## src/source/timerPkg.sv

```systemverilog
// shared opcode, rate and state encodings plus instruction field positions for the timer bank
package timerPkg;

  ////////////////////////////////////////////////////////////
  // instruction opcodes, bits 31..29
  ////////////////////////////////////////////////////////////
  typedef enum logic [2:0] {
    opNop      = 3'b000,
    opSetClock = 3'b001,
    opEnClock  = 3'b010,
    opMode     = 3'b011,  // mode register removed, always nack
    opIllegal  = 3'b100,
    opSetAlarm = 3'b101,
    opSetTimer = 3'b110,
    opEnAlarm  = 3'b111
  } opcode_e;

  // counter rate, bits 23..22 of a set clock
  typedef enum logic [1:0] {
    rateDiv1 = 2'b00,  // every cycle
    rateDiv2 = 2'b01,  // every second cycle
    rateDiv4 = 2'b10,  // every fourth cycle
    rateBad  = 2'b11   // rejected by the decoder
  } rate_e;

  // assembler FSM
  typedef enum logic [1:0] {
    waitTop    = 2'b00,
    waitBottom = 2'b01,
    holdOut    = 2'b10
  } asmState_e;

  ////////////////////////////////////////////////////////////
  // data words
  ////////////////////////////////////////////////////////////
  typedef logic [15:0] halfWord_t;  // one host word
  typedef logic [31:0] instr_t;     // top and bottom joined

  ////////////////////////////////////////////////////////////
  // field positions inside instr_t
  ////////////////////////////////////////////////////////////
  parameter int OPCODE_LSB    = 29;  // opcode in 31..29
  parameter int CLK_IDX_LSB   = 25;  // clock index in 28..25
  parameter int ALARM_IDX_LSB = 24;  // alarm index in 28..24
  parameter int FLAG_BIT      = 23;  // enable or repeat
  parameter int RATE_LSB      = 22;  // rate in 23..22
  parameter int ALARM_CLK_LSB = 16;  // clock an alarm watches, 19..16
  parameter int VALUE_MSB     = 15;  // count, alarm value or interval in 15..0

endpackage

```

## src/source/instrAssembler.sv

```systemverilog
// producer stage; joins two host words, top half first, into one instruction for the FIFO
`timescale 1ns/10ps

module instrAssembler (
  input  logic               clk_1x,
  input  logic               reset,
  input  timerPkg::halfWord_t hostWord,
  input  logic               hostValid,
  output logic               hostReady,
  output timerPkg::instr_t   instr,
  output logic               instrValid,
  input  logic               instrReady
);

  timerPkg::asmState_e state;
  timerPkg::halfWord_t topWord;  // held until the bottom word shows up
  logic                hostTake;

  assign hostTake   = hostValid && hostReady;
  assign hostReady  = (state != timerPkg::holdOut);  // no new word while holding
  assign instrValid = (state == timerPkg::holdOut);

  ////////////////////////////////////////////////////////////
  // FSM
  ////////////////////////////////////////////////////////////
  always_ff @(posedge clk_1x or posedge reset) begin
    if (reset) begin
      state <= timerPkg::waitTop;
    end else begin
      case (state)
        timerPkg::waitTop: begin
          if (hostTake) state <= timerPkg::waitBottom;
        end
        timerPkg::waitBottom: begin
          if (hostTake) state <= timerPkg::holdOut;  // instr valid next cycle
        end
        timerPkg::holdOut: begin
          if (instrReady) state <= timerPkg::waitTop;  // FIFO took it
        end
        default: state <= timerPkg::waitTop;
      endcase
    end
  end

  // payload, only loaded on an accepted host word
  always_ff @(posedge clk_1x) begin
    if (hostTake && state == timerPkg::waitTop) begin
      topWord <= hostWord;
    end
    if (hostTake && state == timerPkg::waitBottom) begin
      instr <= {topWord, hostWord};  // msw first
    end
  end

endmodule

```

## config.mk

```make
export PLATFORM = sky130hd
export DESIGN_NAME = instrAssembler
export DESIGN_NICKNAME = d
export VERILOG_FILES = /design/src/source/timerPkg.sv /design/src/source/instrAssembler.sv
export SDC_FILE = /design/constraint.sdc
export NUM_CORES = 1
export LEC_CHECK = 0
export ABC_CLOCK_PERIOD_IN_PS = 2700
export BUFFER_PORTS_ARGS = -buffer_cell sky130_fd_sc_hd__buf_2
export CAP_MARGIN = 0
export CORE_MARGIN = 3
export CORE_UTILIZATION = 32
export CTS_BUF_LIST = sky130_fd_sc_hd__clkbuf_8
export DETAILED_ROUTE_END_ITERATION = 8
export PLACE_DENSITY = 0.61
export SLEW_MARGIN = 20
export SYNTH_ARGS = -nofsm -noshare
export SYNTH_HDL_FRONTEND = slang
export SYNTH_SLANG_ARGS = --single-unit
```

## constraint.sdc

```tcl
create_clock -name clk_1x -period 2.7 [get_ports clk_1x]
set_clock_uncertainty 0.05 [all_clocks]
set_input_delay 0.54 -clock clk_1x [delete_from_list [all_inputs] [get_ports clk_1x]]
set_output_delay 0.54 -clock clk_1x [all_outputs]
set_load 0.1 [all_outputs]
```

# After elaboration in Yosys (flattened, before gate mapping)
# Cells that the tools add are included.
# totals
ff_bits,50
input_bits,20
out_inout_bits,34
elab_cells,18
# classes
n_eq_ne,6
n_mux,4
reduce_logical,5
# ops
op,count
two-way mux 2 bit,3
!= test 2 bit (second input constant),3
one-hot mux 2 bit (3 select lines),1
logical AND 1 bit,3
AND reduction 3 bit,1
equality test 2 x 1 -> 1 bit (second input constant),1
equality test 2 bit (second input constant),1
logical NOT 2 bit,1
!= test 2 x 1 -> 1 bit (second input constant),1

# Depth between registers and ports, before layout
# depth
depth_word,4
ltp_mapped,2

# Worst setup path before layout
# Ideal clock, no wire load.
# synth_timing
path_type,input-to-reg
startpoint,input hostValid
endpoint,"register instr[0], enable pin"
setup_time_ps,421
t_arrival_ps,1971
required_ps,2229
slack_ps,258
stages,2
n_path_buf,0
path_cell_list,nand2_1 > nor2_1
# synth_between
elab_chain_len,2
# synth_rtl
item,line_no,rtl
start: declaration,instrAssembler.sv:8,"input logic hostValid,"
logical AND 1 bit,instrAssembler.sv:19,assign hostTake = hostValid && hostReady;
logical AND 1 bit,instrAssembler.sv:50,if (hostTake && state == timerPkg::waitBottom) begin
end signal: assignment,instrAssembler.sv:51,"instr <= {topWord, hostWord};"
end: declaration,instrAssembler.sv:10,"output timerPkg::instr_t instr,"
# No other way between the ends.
# A chain may end at the register's enable or synchronous reset.

# Worst setup path in the final report
# layout_timing
startpoint,register state[1]
endpoint,output instrValid
# layout_between
elab_chain_len,1
# layout_rtl
item,line_no,rtl
start: declaration,instrAssembler.sv:15,timerPkg::asmState_e state;
start signal: assignment,instrAssembler.sv:28,state <= timerPkg::waitTop;
start signal: assignment,instrAssembler.sv:32,if (hostTake) state <= timerPkg::waitBottom;
start signal: assignment,instrAssembler.sv:35,if (hostTake) state <= timerPkg::holdOut;
equality test 2 bit,instrAssembler.sv:21,assign instrValid = (state == timerPkg::holdOut);
end: declaration,instrAssembler.sv:11,"output logic instrValid,"
# No other way between the ends.

==> qor.json <==
{
  "global_routing": {
    "grt_first_pass_wirelength_um": 3570,
    "antenna_found_initial": 0,
    "grt_overflow_total": 0,
    "grt_usage": 0.0893,
    "largest_net_degree_at_the_start_of_global_routing": 33,
    "grt_pass1_vias": 742
  },
  "clocking": {
    "cts.htree.levels": 2,
    "cts_buffers": 5,
    "cts_max_path_buffers": 2,
    "cts_repair_resize_count": 0,
    "cts_setup_buffers": 0,
    "worst_setup_hold_path_clk_slew_ns": 0.08,
    "post_cts_hold_buffer_count": 0,
    "clock_insertion_delay_worst_skew_ns": 0.29,
    "tritoncts_num_sinks": 50,
    "tritoncts": "built",
    "root_buffer": "sky130_fd_sc_hd__clkbuf_8"
  },
  "synth": {
    "ys_types": 9,
    "synth_cells": 59,
    "synth_area_sq_um": 1550,
    "synth.yosys.seq_area_share": 0.961,
    "synth.net_count": 79,
    "yosys_warnings": 0,
    "post_synth.cell_area_avg_sq_um": 26.3,
    "synth_seq_cells": 50
  },
  "timing": {
    "final_worst_path_setup_slack_ns": 0.756,
    "final.setup.tns_ns": 0,
    "max_slew_margin": 0.670,
    "slew_viol_final": 0,
    "timing.fmax_mhz": 515,
    "finalHoldViolCount": 0,
    "finalSetupViolCount": 0,
    "tightest_pin_transition_ns": 0.498,
    "min_tclk_post_route_ns": 1.94,
    "grt_setup_unrepaired": "false",
    "final_worst_path_period_share": 0.720
  },
  "cells_and_area": {
    "multi_input_comb_area_sq_um": 66.3,
    "synthToLayoutAreaGrowth_pct": 28.5,
    "antenna-diode-count": 0,
    "reg_area_sq_um": 1490,
    "drive_gt1_frac": 0.533,
    "post_route_cell_area_sq_um": 2000,
    "nets": 141,
    "fillers": 397
  },
  "floorplan": {
    "core_sq_um": 4500,
    "die_height_um": 75.7,
    "floorplan.die_area_sq_um": 5720,
    "number_of_ports_placed_on_the_die_boundary": 54,
    "initial_core_util": 0.345,
    "fp-row-count": 24,
    "die-width_um": 75.7
  },
  "power_and_ir_drop": {
    "sw_frac_of_total": 0.447,
    "clkPwrFrac": 0.162,
    "vdd_ir_drop_max_mv": 0.577,
    "p_per_area_nw_per_um2": 1220,
    "pwr-share-seq": 0.457,
    "netSwitchingPower_mw": 1.09,
    "leakage_power_of_the_design_nw": 0.770,
    "p_int_mw": 1.35,
    "power_frac_comb": 0.381
  },
  "placement": {
    "dp.final_hpwl_um": 1700,
    "routabilityCongestion": 0.694,
    "place_ws_ns": 1.06,
    "buffer_ports.inserted": 53,
    "area_after_dpl_sq_um": 1910
  },
  "worst_setup_path": {
    "r2r_start": "state[0]$_DFFE_PP0P_",
    "crit_slowest_cell": "sky130_fd_sc_hd__dfrtp_1",
    "regToRegEndpoint": "instr[30]$_DFFE_PP_",
    "worst_setup_path_end_kind": "primary output",
    "timing.critical_path.arrival_ns": 1.35,
    "worst-endpoint-required_ns": 2.11,
    "worst-r2r-cell-count": 3,
    "timing.critical_path.fanout_max": 5,
    "reg2reg_setup_slack_ns": 1.27,
    "setup.worst_path.start_class": "flip-flop",
    "critical_path.max_stage_delay_ns": 0.51,
    "worstSetupPathType": "flip-flop to primary output",
    "crit_path_cells": "nand2b_4 > inv_1 > buf_2"
  },
  "route": {
    "via_count": 746,
    "wire_per_inst_um": 13.7,
    "drtAntennaViolNets": 0,
    "drt_iter0_markers": 31,
    "post_route_drc": 0,
    "wirelength_um": 2390,
    "via_per_inst": 4.29,
    "detailed_router_iteration_count_before_antenna_repair": 4
  },
  "worst_hold_path": {
    "hold_path.class": "input port to asynchronous set/reset pin"
  },
  "job": {
    "drv.max_cap_violation_count": 0
  },
  "run_status": {
    "status": "completed"
  }
}
[layout by cell type, fill, tap and decap left out, types with 2 or more instances in the layout]
cell and count:
sky130_fd_sc_hd__edfxtp_1 48, sky130_fd_sc_hd__buf_4 2, sky130_fd_sc_hd__inv_1 2, sky130_fd_sc_hd__clkinv_1 2, sky130_fd_sc_hd__buf_2 53, sky130_fd_sc_hd__clkbuf_8 5
sky130_fd_sc_hd__dfrtp_1 2
[layout make-up]
type / instances / share of cell area
sequential: 50 / 0.747
timing repair buffer: 55 / 0.140
clock buffer: 5 / 0.0345
clock inverter: 3 / 0.00815
tap: 52 / 0.0326
inverter: 2 / 0.00376
multi-input combinational: 7 / 0.0332
[per-stage QoR]
stage | util | std cells | total power, mW | hold WS, ns
final | 0.443 | 174 | 2.44 | 0.0278
after global routing | 0.443 | 174 | 2.55 | 0.00359
after CTS | 0.443 | 174 | 2.47 | 0.0130
after detailed placement | 0.424 | 166 | 2.07 | 0.340
after global placement | 0.424 | 166 | 2.05 | 0.337
after floorplan | - | 59 | 1.91 | 0.231
[worst max path at each step]
stage                         startpoint             endpoint  slack, ns  cells past startpoint
floorplan                      hostValid   instr[0]$_DFFE_PP_       0.26                      2
global placement    state[1]$_DFFE_PP0P_           instrValid       1.08                      3
detailed placement             hostValid  instr[24]$_DFFE_PP_       1.06                      4
CTS                 state[1]$_DFFE_PP0P_           instrValid       0.73                      3
global route        state[1]$_DFFE_PP0P_           instrValid       0.66                      3
finish              state[1]$_DFFE_PP0P_           instrValid       0.76                      3
[cells in the mapped netlist, drive strengths merged]
cell type,instances,share of area
o22ai,1,0.0081
inv,2,0.0048
nor3b,1,0.0048
nand2,1,0.0024
xnor2,1,0.0056
nand2b,1,0.0089
dfrtp,2,0.032
edfxtp,48,0.93
nor2,2,0.0048
[critical path, delay by kind of cell, from the launching register on]
family                 cells  cell delay [ns]
buffers and inverters      2             0.46
DFF                        1             0.51
and+or+nand+nor            1             0.09
[routing by layer]
layer,track usage,routed length (um),up-vias
met5,0,0,-
met3,0.0488,237,2
met4,0.0466,17,0
met2,0.142,1200,40
li1,-,-,349
met1,0.0959,937,355
[power groups by stage]
| stage | clock network [mW] | registers, mW | logic (mW) |
|---|---|---|---|
| 3_5_place_dp | 0 | 1.13 | 0.940 |
| 2_1_floorplan | 0 | 1.73 | 0.183 |
| 4_1_cts | 0.417 | 1.12 | 0.940 |
| 6_report | 0.394 | 1.11 | 0.929 |
| 3_3_place_gp | 0 | 1.12 | 0.931 |
| 5_1_grt | 0.452 | 1.13 | 0.966 |
[registers in the layout, summed over array words and instances, names as in the netlist]
signal   count
topWord     16
instr       32
state        2
[cells by family (layout without fill, tap and decap cells)]
family,count (synthesis),in the layout,synth area share
xor gates and xnor gates,1,1,0.00564
DFF,50,50,0.961
AOI/OAI and AO/OA,1,1,0.00806
buffers and inverters,2,65,0.00484
and+or+nand+nor,5,5,0.0210
No activity file was read; power rests on OpenSTA's default activity.
