**src/source/timerPkg.sv**
```systemverilog
// shared opcode, rate and state encodings plus instruction field positions for the timer bank
package timerPkg;

  ////////////////////////////////////////////////////////////
  // instruction opcodes, bits 31..29
  ////////////////////////////////////////////////////////////
  typedef enum logic [2:0] {
    opNop      = 3'b000,
    opSetClock = 3'b001,
    opEnClock  = 3'b010,
    opMode     = 3'b011,  // mode register removed, always nack
    opIllegal  = 3'b100,
    opSetAlarm = 3'b101,
    opSetTimer = 3'b110,
    opEnAlarm  = 3'b111
  } opcode_e;

  // counter rate, bits 23..22 of a set clock
  typedef enum logic [1:0] {
    rateDiv1 = 2'b00,  // every cycle
    rateDiv2 = 2'b01,  // every second cycle
    rateDiv4 = 2'b10,  // every fourth cycle
    rateBad  = 2'b11   // rejected by the decoder
  } rate_e;

  // assembler FSM
  typedef enum logic [1:0] {
    waitTop    = 2'b00,
    waitBottom = 2'b01,
    holdOut    = 2'b10
  } asmState_e;

  ////////////////////////////////////////////////////////////
  // data words
  ////////////////////////////////////////////////////////////
  typedef logic [15:0] halfWord_t;  // one host word
  typedef logic [31:0] instr_t;     // top and bottom joined

  ////////////////////////////////////////////////////////////
  // field positions inside instr_t
  ////////////////////////////////////////////////////////////
  parameter int OPCODE_LSB    = 29;  // opcode in 31..29
  parameter int CLK_IDX_LSB   = 25;  // clock index in 28..25
  parameter int ALARM_IDX_LSB = 24;  // alarm index in 28..24
  parameter int FLAG_BIT      = 23;  // enable or repeat
  parameter int RATE_LSB      = 22;  // rate in 23..22
  parameter int ALARM_CLK_LSB = 16;  // clock an alarm watches, 19..16
  parameter int VALUE_MSB     = 15;  // count, alarm value or interval in 15..0

endpackage

```
**src/source/cmdDecoder.sv**
```systemverilog
// consumer front end; pops instructions, checks them, issues one-cycle write strobes, returns status
`timescale 1ns/10ps

module cmdDecoder #(
  parameter int NUM_CLOCKS  = 16,
  parameter int NUM_ALARMS  = 24,
  parameter int COUNT_WIDTH = 16,
  localparam int CLK_W = $clog2(NUM_CLOCKS),
  localparam int ALM_W = $clog2(NUM_ALARMS)
) (
  input  logic                   clk_1x,
  input  logic                   reset,
  input  timerPkg::instr_t       fifoInstr,
  input  logic                   fifoValid,
  output logic                   fifoReady,
  output logic                   statValid,
  output logic                   statAck,
  input  logic                   statReady,
  output logic                   clkSetEn,
  output logic                   clkEnableEn,
  output logic [CLK_W-1:0]       clkIdx,
  output timerPkg::rate_e        clkRate,
  output logic [COUNT_WIDTH-1:0] clkCount,
  output logic                   clkEnable,
  output logic                   almSetEn,
  output logic                   almTimerEn,
  output logic                   almEnableEn,
  output logic [ALM_W-1:0]       almIdx,
  output logic [CLK_W-1:0]       almClk,
  output logic                   almRepeat,
  output logic [COUNT_WIDTH-1:0] almValue,
  output logic                   almEnable
);

  localparam int ALM_FIELD_W = timerPkg::OPCODE_LSB - timerPkg::ALARM_IDX_LSB;  // 5 bits

  timerPkg::opcode_e      op;
  timerPkg::rate_e        rate;
  logic [ALM_FIELD_W-1:0] almField;
  logic                   take;
  logic                   opOk;

  assign op       = timerPkg::opcode_e'(fifoInstr[timerPkg::OPCODE_LSB +: 3]);
  assign rate     = timerPkg::rate_e'(fifoInstr[timerPkg::RATE_LSB +: 2]);
  assign almField = fifoInstr[timerPkg::ALARM_IDX_LSB +: ALM_FIELD_W];
  assign fifoReady = !statValid || statReady;  // pop only with the status path free
  assign take      = fifoValid && fifoReady;

  ////////////////////////////////////////////////////////////
  // legality check
  ////////////////////////////////////////////////////////////
  always_comb begin
    opOk = 1'b1;
    case (op)
      timerPkg::opNop:      opOk = 1'b1;
      timerPkg::opSetClock: opOk = (rate != timerPkg::rateBad);
      timerPkg::opEnClock:  opOk = 1'b1;
      timerPkg::opSetAlarm,
      timerPkg::opSetTimer,
      timerPkg::opEnAlarm:  opOk = (almField < NUM_ALARMS);  // index past the bank
      default:              opOk = 1'b0;  // opMode, opIllegal
    endcase
  end

  // status and strobes, one cycle after the pop
  always_ff @(posedge clk_1x or posedge reset) begin
    if (reset) begin
      statValid   <= 1'b0;
      statAck     <= 1'b0;
      clkSetEn    <= 1'b0;
      clkEnableEn <= 1'b0;
      almSetEn    <= 1'b0;
      almTimerEn  <= 1'b0;
      almEnableEn <= 1'b0;
    end else begin
      clkSetEn    <= take && opOk && (op == timerPkg::opSetClock);
      clkEnableEn <= take && opOk && (op == timerPkg::opEnClock);
      almSetEn    <= take && opOk && (op == timerPkg::opSetAlarm);
      almTimerEn  <= take && opOk && (op == timerPkg::opSetTimer);
      almEnableEn <= take && opOk && (op == timerPkg::opEnAlarm);
      if (take) begin
        statValid <= 1'b1;
        statAck   <= opOk;
      end else if (statReady) begin
        statValid <= 1'b0;  // host took it
      end
    end
  end

  // strobe payload, meaningful only beside its enable
  always_ff @(posedge clk_1x) begin
    if (take) begin
      clkIdx    <= fifoInstr[timerPkg::CLK_IDX_LSB +: CLK_W];
      clkRate   <= rate;
      clkCount  <= COUNT_WIDTH'(fifoInstr[timerPkg::VALUE_MSB:0]);
      clkEnable <= fifoInstr[timerPkg::FLAG_BIT];
      almIdx    <= ALM_W'(almField);
      almClk    <= fifoInstr[timerPkg::ALARM_CLK_LSB +: CLK_W];
      almRepeat <= fifoInstr[timerPkg::FLAG_BIT];
      almValue  <= COUNT_WIDTH'(fifoInstr[timerPkg::VALUE_MSB:0]);
      almEnable <= fifoInstr[timerPkg::FLAG_BIT];
    end
  end

endmodule

```
**config.mk**
```make
export PLATFORM = sky130hd
export DESIGN_NAME = cmdDecoder
export DESIGN_NICKNAME = d
export VERILOG_FILES = /design/src/source/timerPkg.sv /design/src/source/cmdDecoder.sv
export SDC_FILE = /design/constraint.sdc
export NUM_CORES = 1
export LEC_CHECK = 0
export BUFFER_PORTS_ARGS = -buffer_cell sky130_fd_sc_hd__buf_2
export CORE_ASPECT_RATIO = 0.7
export CORE_MARGIN = 4
export CORE_UTILIZATION = 42
export DETAILED_ROUTE_END_ITERATION = 7
export GPL_TIMING_DRIVEN = 0
export HOLD_SLACK_MARGIN = 0.05
export PLACE_DENSITY = 0.92
export SYNTH_ARGS = -nofsm -noshare
export SYNTH_HDL_FRONTEND = slang
export SYNTH_SLANG_ARGS = --single-unit
```
**constraint.sdc**
```tcl
create_clock -name clk_1x -period 2.35 [get_ports clk_1x]
set_input_delay 0.47 -clock clk_1x [delete_from_list [all_inputs] [get_ports clk_1x]]
set_output_delay 0.47 -clock clk_1x [all_outputs]
set_load 0.02 [all_outputs]
```
# Word-level counts from Yosys, hierarchy flattened
# Index checks and enable logic that the tools add are counted.
[classes]
n_lt_le_gt_ge = 1
n_eq_ne = 6
n_mux = 3
reduce_logical = 13
[op_table]
columns = ["cell", "n"]
rows = [
  ["3-bit == test (second input constant)", 3],
  ["1-bit logical AND", 7],
  ["5-bit < comparator (second input constant)", 1],
  ["3-bit by 1-bit == test with 1-bit output (second input constant)", 1],
  ["3-bit by 2-bit == test with 1-bit output (second input constant)", 1],
  ["3-bit logical NOT", 1],
  ["1-bit case mux with 3 select lines", 1],
  ["3-bit OR reduction", 1],
  ["1-bit 2-to-1 mux", 2],
  ["2-bit != test (second input constant)", 1],
  ["2-bit nonzero test", 1],
  ["2-bit OR reduction", 1],
  ["1-bit logical NOT", 1],
  ["1-bit logical OR", 1],
]
[totals]
register_bits = 39
in_bits = 36
output_inout_bits = 58
wordCells = 36

# Depth between registers and ports, before layout
[logic_depth]
ltp_word = 5
ltp_mapped = 3
ltp_nobuf = 3

# Worst setup path after synthesis
# OpenSTA, ideal clock, no wires.
[synth_path]
path_kind = "input -> register"
startpoint = "input statReady"
endpoint = "register almClk[0], enable pin"
setup_ns = 0.382
t_arrival_ns = 1.286
setup_slack_ns = 0.682
path_stages = 3
n_path_buf = 0
cell_sequence = "nand2b_4 -> nand2_1 -> inv_1"
[synth_between]
elab_chain_len = 2
[synth_lines]
columns = ["item", "line", "text"]
rows = [
  ["start, declared", "cmdDecoder.sv:18", "input logic statReady,"],
  ["1-bit logical OR", "cmdDecoder.sv:46", "assign fifoReady = !statValid || statReady;"],
  ["1-bit logical AND", "cmdDecoder.sv:47", "assign take = fifoValid && fifoReady;"],
  ["via take", "cmdDecoder.sv:40", "logic take;"],
  ["end signal, assigned", "cmdDecoder.sv:98", "almClk <= fifoInstr[timerPkg::ALARM_CLK_LSB +: CLK_W];"],
  ["end, declared", "cmdDecoder.sv:29", "output logic [CLK_W-1:0] almClk,"],
]
# The timed path passes the listed nets, and every way through them passes these cells.
# A chain may end at the register's enable or synchronous reset.

# Final worst setup path
[layout_path]
startpoint = "register statValid"
endpoint = "register almValue[10], enable pin"
[layout_between]
elab_chain_len = 3
[layout_lines]
columns = ["item", "line", "text"]
rows = [
  ["start, declared", "cmdDecoder.sv:16", "output logic statValid,"],
  ["start signal, assigned", "cmdDecoder.sv:68", "statValid <= 1'b0;"],
  ["start signal, assigned", "cmdDecoder.sv:82", "statValid <= 1'b1;"],
  ["start signal, assigned", "cmdDecoder.sv:85", "statValid <= 1'b0;"],
  ["1-bit logical NOT", "cmdDecoder.sv:46", ""],
  ["1-bit logical OR", "cmdDecoder.sv:46", ""],
  ["1-bit logical AND", "cmdDecoder.sv:47", ""],
  ["via take", "cmdDecoder.sv:40", ""],
  ["end signal, assigned", "cmdDecoder.sv:100", "almValue <= COUNT_WIDTH'(fifoInstr[timerPkg::VALUE_MSB:0]);"],
  ["end, declared", "cmdDecoder.sv:31", "output logic [COUNT_WIDTH-1:0] almValue,"],
]
# The timed path passes the listed nets, and every way through them passes these cells.

==> metrics.yaml <==
ys_top_cells_by_area: "edfxtp_1 (63%), dfrtp_1 (14%), buf_4 (13%)"
routed_wl_mm: 2.67
drt_iter0_drc: 28
grt-ovfl-total: 0
grt_max_degree: 28
drive_gt1_frac: 0.709
rows: 16
hold_path.class: "primary input to asynchronous set/reset pin"
final.setup.tns_ps: 0
slew_violations: 0
clk_latency_ps: 280
numCtsBuffers: 5
yosysWarnings: 0
cts_tree: "built"
slew_headroom: 0.331
finalHoldViolCount: 0
final_nets: 210
layout_common_cells: "buf_2 (91), edfxtp_1 (27), buf_4 (23)"
htreeDepth: 2
rr_worst_depth: 3
num_vias: 937
grt_pass1_vias: 802
cts_hold_buf: 0
first_pass_iters: 4
ys_ff_latch: 34
gp_congestion: 0.718
drc: 0
core_um2: 2860
final_cell_area_um2: 1870
syn_avg_cell_area_um2: 17.0
antenna_found_initial: 0
regArea_um2: 986
grt.total_usage: 0.130
post-route-period-util: 0.742
ios: 94
start_util: 0.451
clk_pin_slew_ps: 70
netlist_instances: 76
portBuffers: 91
layout_commonest_cell: "buf_2"
fmax_mhz: 573
synth.top_cell.area_share: 0.629
crit_type: "register to register"
multi_input_area_um2: 120
rsz0062_at_grt: "no"
powerDensity_nw_per_um2: 700
worstMarginPinSlew_ps: 1000
ir_drop_mv: 0.389
n_antenna_cell: 0
yosysSeqAreaShare: 0.764
worst_ep_required_time_ps: 2250
setup_viol: 0
nFillCells: 220
skew_ps: 4.35
yosysTopAreaCell: "edfxtp_1"
clockBufferDepth: 2
wire_per_inst_um: 12.6
dpl_cell_area_um2: 1790
cp_max_fo: 27
outcome: "complete, no violations"
grt_pass1_wl_mm: 3.62
post_cts_resized: 0
cts_sinks: 34
min_period_ps: 1740
synth_nets: 112
area_growth_pct: 45.1
crit_arrival_ps: 1640
startpoint_type: "register"
routed_via_density: 4.44
root_buffer: "clkbuf_8"
leakage_uw: 0.000922
die_width_um: 74.2
end_kind: "register"
synth_cell_type_count: 16
drv_cap: 0
drtAntennaViolNets: 0
syn-cell-area_um2: 1290
dieArea_um2: 4040
cts_setup_buffers: 0
fp.dieH_um: 54.4
worst paths after layout:
kind                       slack, ps     startpoint      endpoint
max                              610      statValid  almValue[10]
min                              100          reset   clkEnableEn
max reg2reg                      610      statValid  almValue[10]
min reg2reg                      550        statAck       statAck
max in group asynchronous       2040          reset      clkSetEn
min in group clk_1x              360  fifoInstr[12]  almValue[12]
synthesized netlist by cell type:
cell type	instances
mux2_2	1
edfxtp_1	27
buf_4	23
nand2b_4	1
nor3_1	2
dfrtp_1	7
inv_1	3
nand2_1	3
o2bb2ai_1	1
a21oi_1	1
nand2b_1	1
or2b_1	1
a2bb2oi_1	1
a2111oi_2	1
nand3_2	1
nor4_1	2
metrics by stage:
| step | worst slack [ps] | hold WS (ps) | instances | utilization | total power [µW] |
|---|---|---|---|---|---|
| 2_1_floorplan | 682 | 273 | 76 | - | 840 |
| 3_3_place_gp | 436 | 406 | 203 | 0.625 | 922 |
| 3_5_place_dp | 410 | 409 | 203 | 0.625 | 930 |
| 4_1_cts | 605 | 109 | 211 | 0.654 | 1320 |
| 5_1_grt | 487 | 123 | 211 | 0.654 | 1360 |
| 6_report | 606 | 103 | 211 | 0.654 | 1310 |
power breakdown:
part           total [µW]  internal [µW]  switching [µW]
Sequential            704            690            14.6
Clock                 396            203             192
Combinational         210           86.4             123
registers in the layout, summed over array words and instances, names as in the netlist:
register     count
clkSetEn         1
clkIdx           4
almValue        16
statAck          1
clkRate          2
almEnableEn      1
almClk           4
statValid        1
almSetEn         1
almTimerEn       1
almIdx           1
clkEnableEn      1
critical path, cell delays in order, from the launching register on:
cell and delay, ps:
dfrtp_1 410, nand2b_4 90, nand2_1 110, inv_1 750
area by class of cell:
cell class	count	share of cell area
multi-input cells	16	0.0642
clock buffers	6	0.0388
inverters	3	0.00602
flip-flops and latches	34	0.527
clock inverters	2	0.00468
repair buffers	91	0.243
well taps	36	0.0241
plain buffers	23	0.0922
cell families (layout without fill, tap and decap cells):
logic type             after synthesis  after routing  share of synthesized area
and+or+nand+nor                     11             11                     0.0553
buffers and inverters               26            125                      0.143
DFF                                 34             34                      0.764
muxes                                1              1                    0.00873
AOI/OAI and AO/OA                    4              4                     0.0291
per-layer routing:
metal / part of all wire / vias to the layer above / global-route usage
met3: 0.13 / 4 / 0.0587
met5: 0 / - / 0
met4: 0.010 / 0 / 0.0621
li1: - / 442 / -
met2: 0.51 / 59 / 0.229
met1: 0.35 / 432 / 0.133
No activity file was read; power rests on OpenSTA's default activity.
