==> config.mk <==
export PLATFORM = sky130hd
export DESIGN_NAME = instrFifo
export DESIGN_NICKNAME = d
export VERILOG_FILES = /design/src/source/timerPkg.sv /design/src/source/instrFifo.sv
export SDC_FILE = /design/constraint.sdc
export NUM_CORES = 1
export LEC_CHECK = 0
export BUFFER_PORTS_ARGS = -buffer_cell sky130_fd_sc_hd__buf_2
export CORE_MARGIN = 4
export CORE_UTILIZATION = 50
export CTS_BUF_LIST = sky130_fd_sc_hd__clkbuf_8
export CTS_CLUSTER_DIAMETER = 40
export DETAILED_ROUTE_END_ITERATION = 8
export PLACE_DENSITY = 0.7
export SLEW_MARGIN = 20
export SYNTH_ARGS = -nofsm -noshare
export SYNTH_HDL_FRONTEND = slang
export SYNTH_SLANG_ARGS = --single-unit
==> constraint.sdc <==
create_clock -name clk_1x -period 4.3 [get_ports clk_1x]
set_input_delay 0.43 -clock clk_1x [delete_from_list [all_inputs] [get_ports clk_1x]]
set_output_delay 0.43 -clock clk_1x [all_outputs]
set_load 0.01 [all_outputs]
==> src/source/timerPkg.sv <==
// shared opcode, rate and state encodings plus instruction field positions for the timer bank
package timerPkg;

  ////////////////////////////////////////////////////////////
  // instruction opcodes, bits 31..29
  ////////////////////////////////////////////////////////////
  typedef enum logic [2:0] {
    opNop      = 3'b000,
    opSetClock = 3'b001,
    opEnClock  = 3'b010,
    opMode     = 3'b011,  // mode register removed, always nack
    opIllegal  = 3'b100,
    opSetAlarm = 3'b101,
    opSetTimer = 3'b110,
    opEnAlarm  = 3'b111
  } opcode_e;

  // counter rate, bits 23..22 of a set clock
  typedef enum logic [1:0] {
    rateDiv1 = 2'b00,  // every cycle
    rateDiv2 = 2'b01,  // every second cycle
    rateDiv4 = 2'b10,  // every fourth cycle
    rateBad  = 2'b11   // rejected by the decoder
  } rate_e;

  // assembler FSM
  typedef enum logic [1:0] {
    waitTop    = 2'b00,
    waitBottom = 2'b01,
    holdOut    = 2'b10
  } asmState_e;

  ////////////////////////////////////////////////////////////
  // data words
  ////////////////////////////////////////////////////////////
  typedef logic [15:0] halfWord_t;  // one host word
  typedef logic [31:0] instr_t;     // top and bottom joined

  ////////////////////////////////////////////////////////////
  // field positions inside instr_t
  ////////////////////////////////////////////////////////////
  parameter int OPCODE_LSB    = 29;  // opcode in 31..29
  parameter int CLK_IDX_LSB   = 25;  // clock index in 28..25
  parameter int ALARM_IDX_LSB = 24;  // alarm index in 28..24
  parameter int FLAG_BIT      = 23;  // enable or repeat
  parameter int RATE_LSB      = 22;  // rate in 23..22
  parameter int ALARM_CLK_LSB = 16;  // clock an alarm watches, 19..16
  parameter int VALUE_MSB     = 15;  // count, alarm value or interval in 15..0

endpackage

==> src/source/instrFifo.sv <==
// instruction buffer between assembler and decoder; circular store plus a registered output slot
`timescale 1ns/10ps

module instrFifo #(
  parameter int FIFO_DEPTH = 4
) (
  input  logic             clk_1x,
  input  logic             reset,
  input  timerPkg::instr_t instr,
  input  logic             instrValid,
  output logic             instrReady,
  output timerPkg::instr_t fifoInstr,
  output logic             fifoValid,
  input  logic             fifoReady
);

  localparam int PTR_W = (FIFO_DEPTH > 1) ? $clog2(FIFO_DEPTH) : 1;
  localparam int CNT_W = $clog2(FIFO_DEPTH + 1);

  timerPkg::instr_t mem [FIFO_DEPTH];
  logic [PTR_W-1:0] wrPtr;
  logic [PTR_W-1:0] rdPtr;
  logic [CNT_W-1:0] count;     // words in mem without the slot
  logic             push;
  logic             slotLoad;  // move head of mem into the output slot

  // full once mem and the output slot together hold FIFO_DEPTH words
  assign instrReady = ((count + CNT_W'(fifoValid)) != CNT_W'(FIFO_DEPTH));
  assign push       = instrValid && instrReady;
  assign slotLoad   = (count != '0) && (!fifoValid || fifoReady);  // slot empty or leaving

  always_ff @(posedge clk_1x or posedge reset) begin
    if (reset) begin
      wrPtr     <= '0;
      rdPtr     <= '0;
      count     <= '0;
      fifoValid <= 1'b0;
    end else begin
      if (push) wrPtr <= (wrPtr == PTR_W'(FIFO_DEPTH - 1)) ? '0 : wrPtr + 1'b1;
      if (slotLoad) rdPtr <= (rdPtr == PTR_W'(FIFO_DEPTH - 1)) ? '0 : rdPtr + 1'b1;
      case ({push, slotLoad})
        2'b10:   count <= count + 1'b1;
        2'b01:   count <= count - 1'b1;
        default: count <= count;  // idle or push with pop
      endcase
      if (slotLoad) begin
        fifoValid <= 1'b1;
      end else if (fifoReady) begin
        fifoValid <= 1'b0;  // slot drained with nothing behind it
      end
    end
  end

  // storage and output data
  always_ff @(posedge clk_1x) begin
    if (push) mem[wrPtr] <= instr;
    if (slotLoad) fifoInstr <= mem[rdPtr];
  end

endmodule

* Word-level counts from Yosys, hierarchy flattened
Memories as Yosys holds them, arrays and structs flattened. A register that Yosys moved wholly into a read port is not among the register bits.
Cells that the tools add are included.
** Operators by class
- Add/sub/neg operators :: 5
- Eq/ne operators :: 5
- Mux-type cells :: 7
- Reductions and logical operators :: 7
** Operators with widths (count)
- 2-bit == test, second input constant :: 3
- 3-bit case mux with 2 select lines :: 1
- 2-bit by 1-bit adder with 2-bit output, second input constant :: 2
- 1-bit 2-to-1 mux :: 4
- 2-bit 2-to-1 mux :: 2
- 2-bit nonzero test :: 2
- 3-bit by 1-bit adder with 3-bit output :: 1
- 3-bit by 1-bit adder with 3-bit output, second input constant :: 1
- 3-bit inequality test, second input constant :: 1
- 3-bit nonzero test :: 1
- 3-bit by 1-bit subtractor with 3-bit output, second input constant :: 1
- 2-bit by 1-bit == test with 1-bit output, second input constant :: 1
- 1-bit logical AND :: 2
- 1-bit logical NOT :: 1
- 1-bit logical OR :: 1
** Word-level totals
- Flip-flop bits (word level) :: 8
- RAM bits :: 128
- Output and inout bits :: 34
- Memories kept :: 1
** Memory list
- mem :: words 4, bits a word 32, read ports 1, clocked after memory_dff 1, wr ports 1, line instrFifo.sv:20 : timerPkg::instr_t mem [FIFO_DEPTH];

* Logic depth before layout (Yosys ltp)
- Depth after elaboration :: 5
- Gate-level depth with buffers :: 11
- Depth with buffers taken out :: 11

* Least setup slack after synthesis
No wires, ideal clock.
- Kind :: input to register
- Start point :: in fifoReady
- End point :: reg count[2]
- Setup time :: 79 ps
- Arrival :: 3432 ps
- Required time :: 4221 ps
- Path slack :: 788 ps
- Stages :: 8
- Buffers on the path :: 0
- Cells stage by stage :: inv_1 -> a21oi_1 -> ha_1 -> inv_1 -> fa_1 -> xor2_1 -> nor2_1 -> xor2_1
** On the way
- Longest elaborated chain between the ends :: 4
- Elaborated cells between the ends (all ways) :: 6
- Those cells by class :: eq/ne: 2; mux: 1; reduce/logical: 3
** RTL lines
- start: declaration :: line instrFifo.sv:14 : input logic fifoReady
- 1-bit logical OR (*) :: line instrFifo.sv:30 : assign slotLoad = (count != '0) && (!fifoValid || fifoReady);
- 1-bit logical AND (*) :: line instrFifo.sv:30
- via slotLoad :: line instrFifo.sv:25 : logic slotLoad;
- 2-bit by 1-bit == test with 1-bit output / 2-bit == test (equally long branches) :: line instrFifo.sv:41 : case ({push, slotLoad})
- 3-bit case mux with 2 select lines / 2-bit nonzero test (equally long branches)
- end signal: assignment :: line instrFifo.sv:42 : 2'b10: count <= count + 1'b1;
- end signal: assignment :: line instrFifo.sv:43 : 2'b01: count <= count - 1'b1;
- end signal: assignment :: line instrFifo.sv:44 : default: count <= count;
- end: declaration :: line instrFifo.sv:23 : logic [CNT_W-1:0] count;
The timed path passes the listed nets; every way through them passes the cells marked *.
A chain may end at the register's enable or synchronous reset.

* Worst setup path after layout
- Start point :: reg fifoValid
- End point :: reg count[2]
** On the way
- Longest elaborated chain between the ends :: 5
- Elaborated cells between the ends (all ways) :: 10
- Those cells by class :: add/sub: 1; eq/ne: 3; mux: 1; reduce/logical: 5
** RTL lines
- start: declaration :: line instrFifo.sv:13 : output logic fifoValid,
- start signal: assignment :: line instrFifo.sv:37 : fifoValid <= 1'b0;
- start signal: assignment :: line instrFifo.sv:47 : fifoValid <= 1'b1;
- start signal: assignment :: line instrFifo.sv:49 : fifoValid <= 1'b0;
- 3-bit by 1-bit adder with 3-bit output / 1-bit logical NOT (equally long branches) :: line instrFifo.sv:28, instrFifo.sv:30
- 3-bit inequality test / 1-bit logical OR (equally long branches) :: line instrFifo.sv:28, instrFifo.sv:30
- 1-bit logical AND, on equally long branches :: line instrFifo.sv:29, instrFifo.sv:30
- 2-bit by 1-bit == test with 1-bit output / 2-bit == test (equally long branches) :: line instrFifo.sv:41
- 3-bit case mux with 2 select lines / 2-bit nonzero test (equally long branches)
Several ways; a longest one is shown, not always the timed one.

==> run summary <==
RePlAce Congestion: 0.686
clk buf depth: 2
initial antenna violation count: 1
final design utilization: 58.8%
Pins Over Slew Limit: 0
Pwr Density: 697 nW/um^2
Post-CTS Resized: 0
Ports: 70
Total Routing Usage GR: 14.4%
vias in the first global route: 2748
Data arrival, critical path: 2.89 ns
layout filler cell count: 863
synthesized area: 6100 um^2
Detailed Route Iter0 Violations: 154
# setup viols final: 0
CTS H-tree lvls: 4
final worst path period share: 59.0%
Slew headroom: 40.2%
fin nets: 375
Post-Syn Nets: 292
clock slew at reported path FFs: 0.08 ns
layout cells sized above 1: 41.1%
Die Y: 118 um
Vias/cell: 5.21
sw frac: 27.0%
clock network power share: 23.0%
Synth Register Bits: 168
VDD IR max: 441 uV
switching power: 1.32 mW
R2R setup slack: 1.76 ns
Max Cap Viol: 0
Cells after Synth: 247
CTS tree: yes
crit path capture type: flip-flop
syn_area_per_cell: 24.7 um^2
IO Port Bufs: 69
hpwl dp: 5430 um
vias: 2551
clk_lat worst skew: 0.44 ns
Worst Path Max Fanout: 7
Worst Skew: 0.0105 ns
Placeable Area: 12000 um^2
CTS buffer count: 17
Leakage: 2.47 nW
# clock sinks: 168
largest net degree at the start of global routing: 36
Warnings, synthesis: 0
starting density of the core: 51.0%
Diodes inserted: 0
critical path launch point type: flip-flop
share of the yosys chip area belonging to registers: 82.0%
Fin. Hold Viols: 0
flip-flop and latch area: 5010 um^2
Die X: 118 um
Worst EP required: 4.66 ns
post-layout minimum cycle time: 2.54 ns
HP Class: in2reg
logic gate share of total power: 24.2%
Routed Antenna Nets: 0
TNS Setup: 0 ns
Rows: 40
wire length of the first global-routing pass: 14900 um
WL final: 9180 um
Post-route DRC: 0
critical setup path kind: reg2reg
outcome: finished, final reports clean
RSZ-0062 raised after global routing: no
Flop pwr share: 52.8%
area grow syn2layout: 15.1%
clock root cell: clkbuf_8
post-synth cell types: 21
DRT Pass-1 Iters: 4
Max Clock Freq: 394 MHz
WL/cell: 18.7 um
die area: 14000 um^2
area of the multi-input gates: 1030 um^2
Congestion Overflow GR: 0
Slew @ Worst Pin: 0.897 ns
Pint: 3.58 mW
cell families after synthesis:
group | count (synthesis) | synth area share, %
compound gates | 3 | 0.451
xor+xnor | 4 | 0.574
flops | 168 | 82.0
simple gates | 9 | 0.881
fa+ha+maj | 9 | 1.97
buf+inv | 17 | 1.31
mux | 37 | 12.8
critical path, cell delays in order (launching register included):
cell     delay [ns]
dfrtp_1        0.44
ha_1           0.24
ha_1           0.30
o31a_4         0.40
inv_1          0.07
ha_1           0.18
inv_1          0.06
fa_1           0.37
xor2_1         0.15
nor2_1         0.11
xor2_1         0.15
synth_stat cells:
library cell    n  area [um^2]
edfxtp_1      160         4800
mux4_2         32          721
inv_1           9         33.8
dfrtp_1         8          200
ha_1            8          100
and2_2          4         30.0
buf_2           4         20.0
buf_4           3         22.5
nor2_1          3         11.3
mux2_2          2         22.5
mux2_4          2         30.0
xnor2_1         2         17.5
xor2_1          2         17.5
a21oi_1         1         5.00
clkbuf_1        1         3.75
fa_1            1         20.0
mux2i_1         1         10.0
nor3_1          1         5.00
o21ai_0         1         5.00
o31a_4          1         17.5
or3_2           1         7.51
power by group through the flow:
stage          logic [mW]  registers, mW  clock network, mW
6_report             1.19           2.59               1.12
5_1_grt              1.31           2.65               1.22
3_5_place_dp         1.22           2.63                  0
2_1_floorplan       0.835           2.60                  0
3_3_place_gp         1.19           2.61                  0
4_1_cts              1.22           2.60               1.15
per-layer routing:
layer | GRT usage, % | vias up | part of all wire, %
li1 | - | 1179 | -
met1 | 19.1 | 1292 | 45
met5 | 0 | - | 0.098
met2 | 22.2 | 65 | 49
met4 | 6.30 | 2 | 1.5
met3 | 4.74 | 13 | 4.7
cell usage in the layout, fill, tap and decap left out, types with 2 or more instances in the layout:
cell and instances:
edfxtp_1 160, buf_2 69, mux4_2 32, clkbuf_8 17, inv_1 13, ha_1 8
dfrtp_1 6, and2_2 4, bufinv_16 4, nor2_1 3, clkinv_1 3, clkinv_2 3
xnor2_1 2, mux2_4 2, xor2_1 2, mux2_2 2, buf_4 2, dfrtp_2 2
layout make-up:
| cell class | instances | share of cell area (%) |
|---|---|---|
| Sequential cell | 168 | 71.2 |
| Multi-Input combinational cell | 62 | 14.7 |
| Timing Repair Buffer | 72 | 5.27 |
| Clock buffer | 17 | 3.33 |
| Tap cell | 147 | 2.62 |
| Clock inverter | 15 | 2.40 |
| Inverter | 9 | 0.481 |
through the flow:
| step | instance area (um^2) | instances | hold slack (ns) | setup slack [ns] | power, mW |
|---|---|---|---|---|---|
| 4_1_cts | 7030 | 490 | 0.156 | 1.76 | 4.97 |
| 3_5_place_dp | 6620 | 457 | 0.434 | 1.77 | 3.85 |
| 6_report | 7030 | 490 | 0.188 | 1.76 | 4.90 |
| 5_1_grt | 7030 | 490 | 0.172 | 1.63 | 5.18 |
| 3_3_place_gp | 6620 | 457 | 0.433 | 1.87 | 3.81 |
| 2_1_floorplan | 6100 | 247 | 0.246 | 0.788 | 3.43 |
registers in the layout, indices dropped and copies added, names as in the netlist:
| register | flops |
|---|---|
| rdPtr | 2 |
| fifoInstr | 32 |
| fifoValid | 1 |
| wrPtr | 2 |
| count | 3 |
| mem | 128 |
timing repair:
action / in CTS / in global routing
setup buffers: 0 / 0
hold endpoints to repair: 8 / 0
hold buffers: 1 / 0
worst paths after layout:
path / cells after the start / to / from
worst max-delay path: 10 / count[2] / fifoValid
worst min-delay path: 2 / fifoValid / fifoReady
worst max register to register: 10 / count[2] / fifoValid
worst min register to register: 1 / count[2] / count[2]
max in group asynchronous: 3 / rdPtr[1] / reset
min in group asynchronous: 3 / count[0] / reset
(Power assumes the default switching activity.)
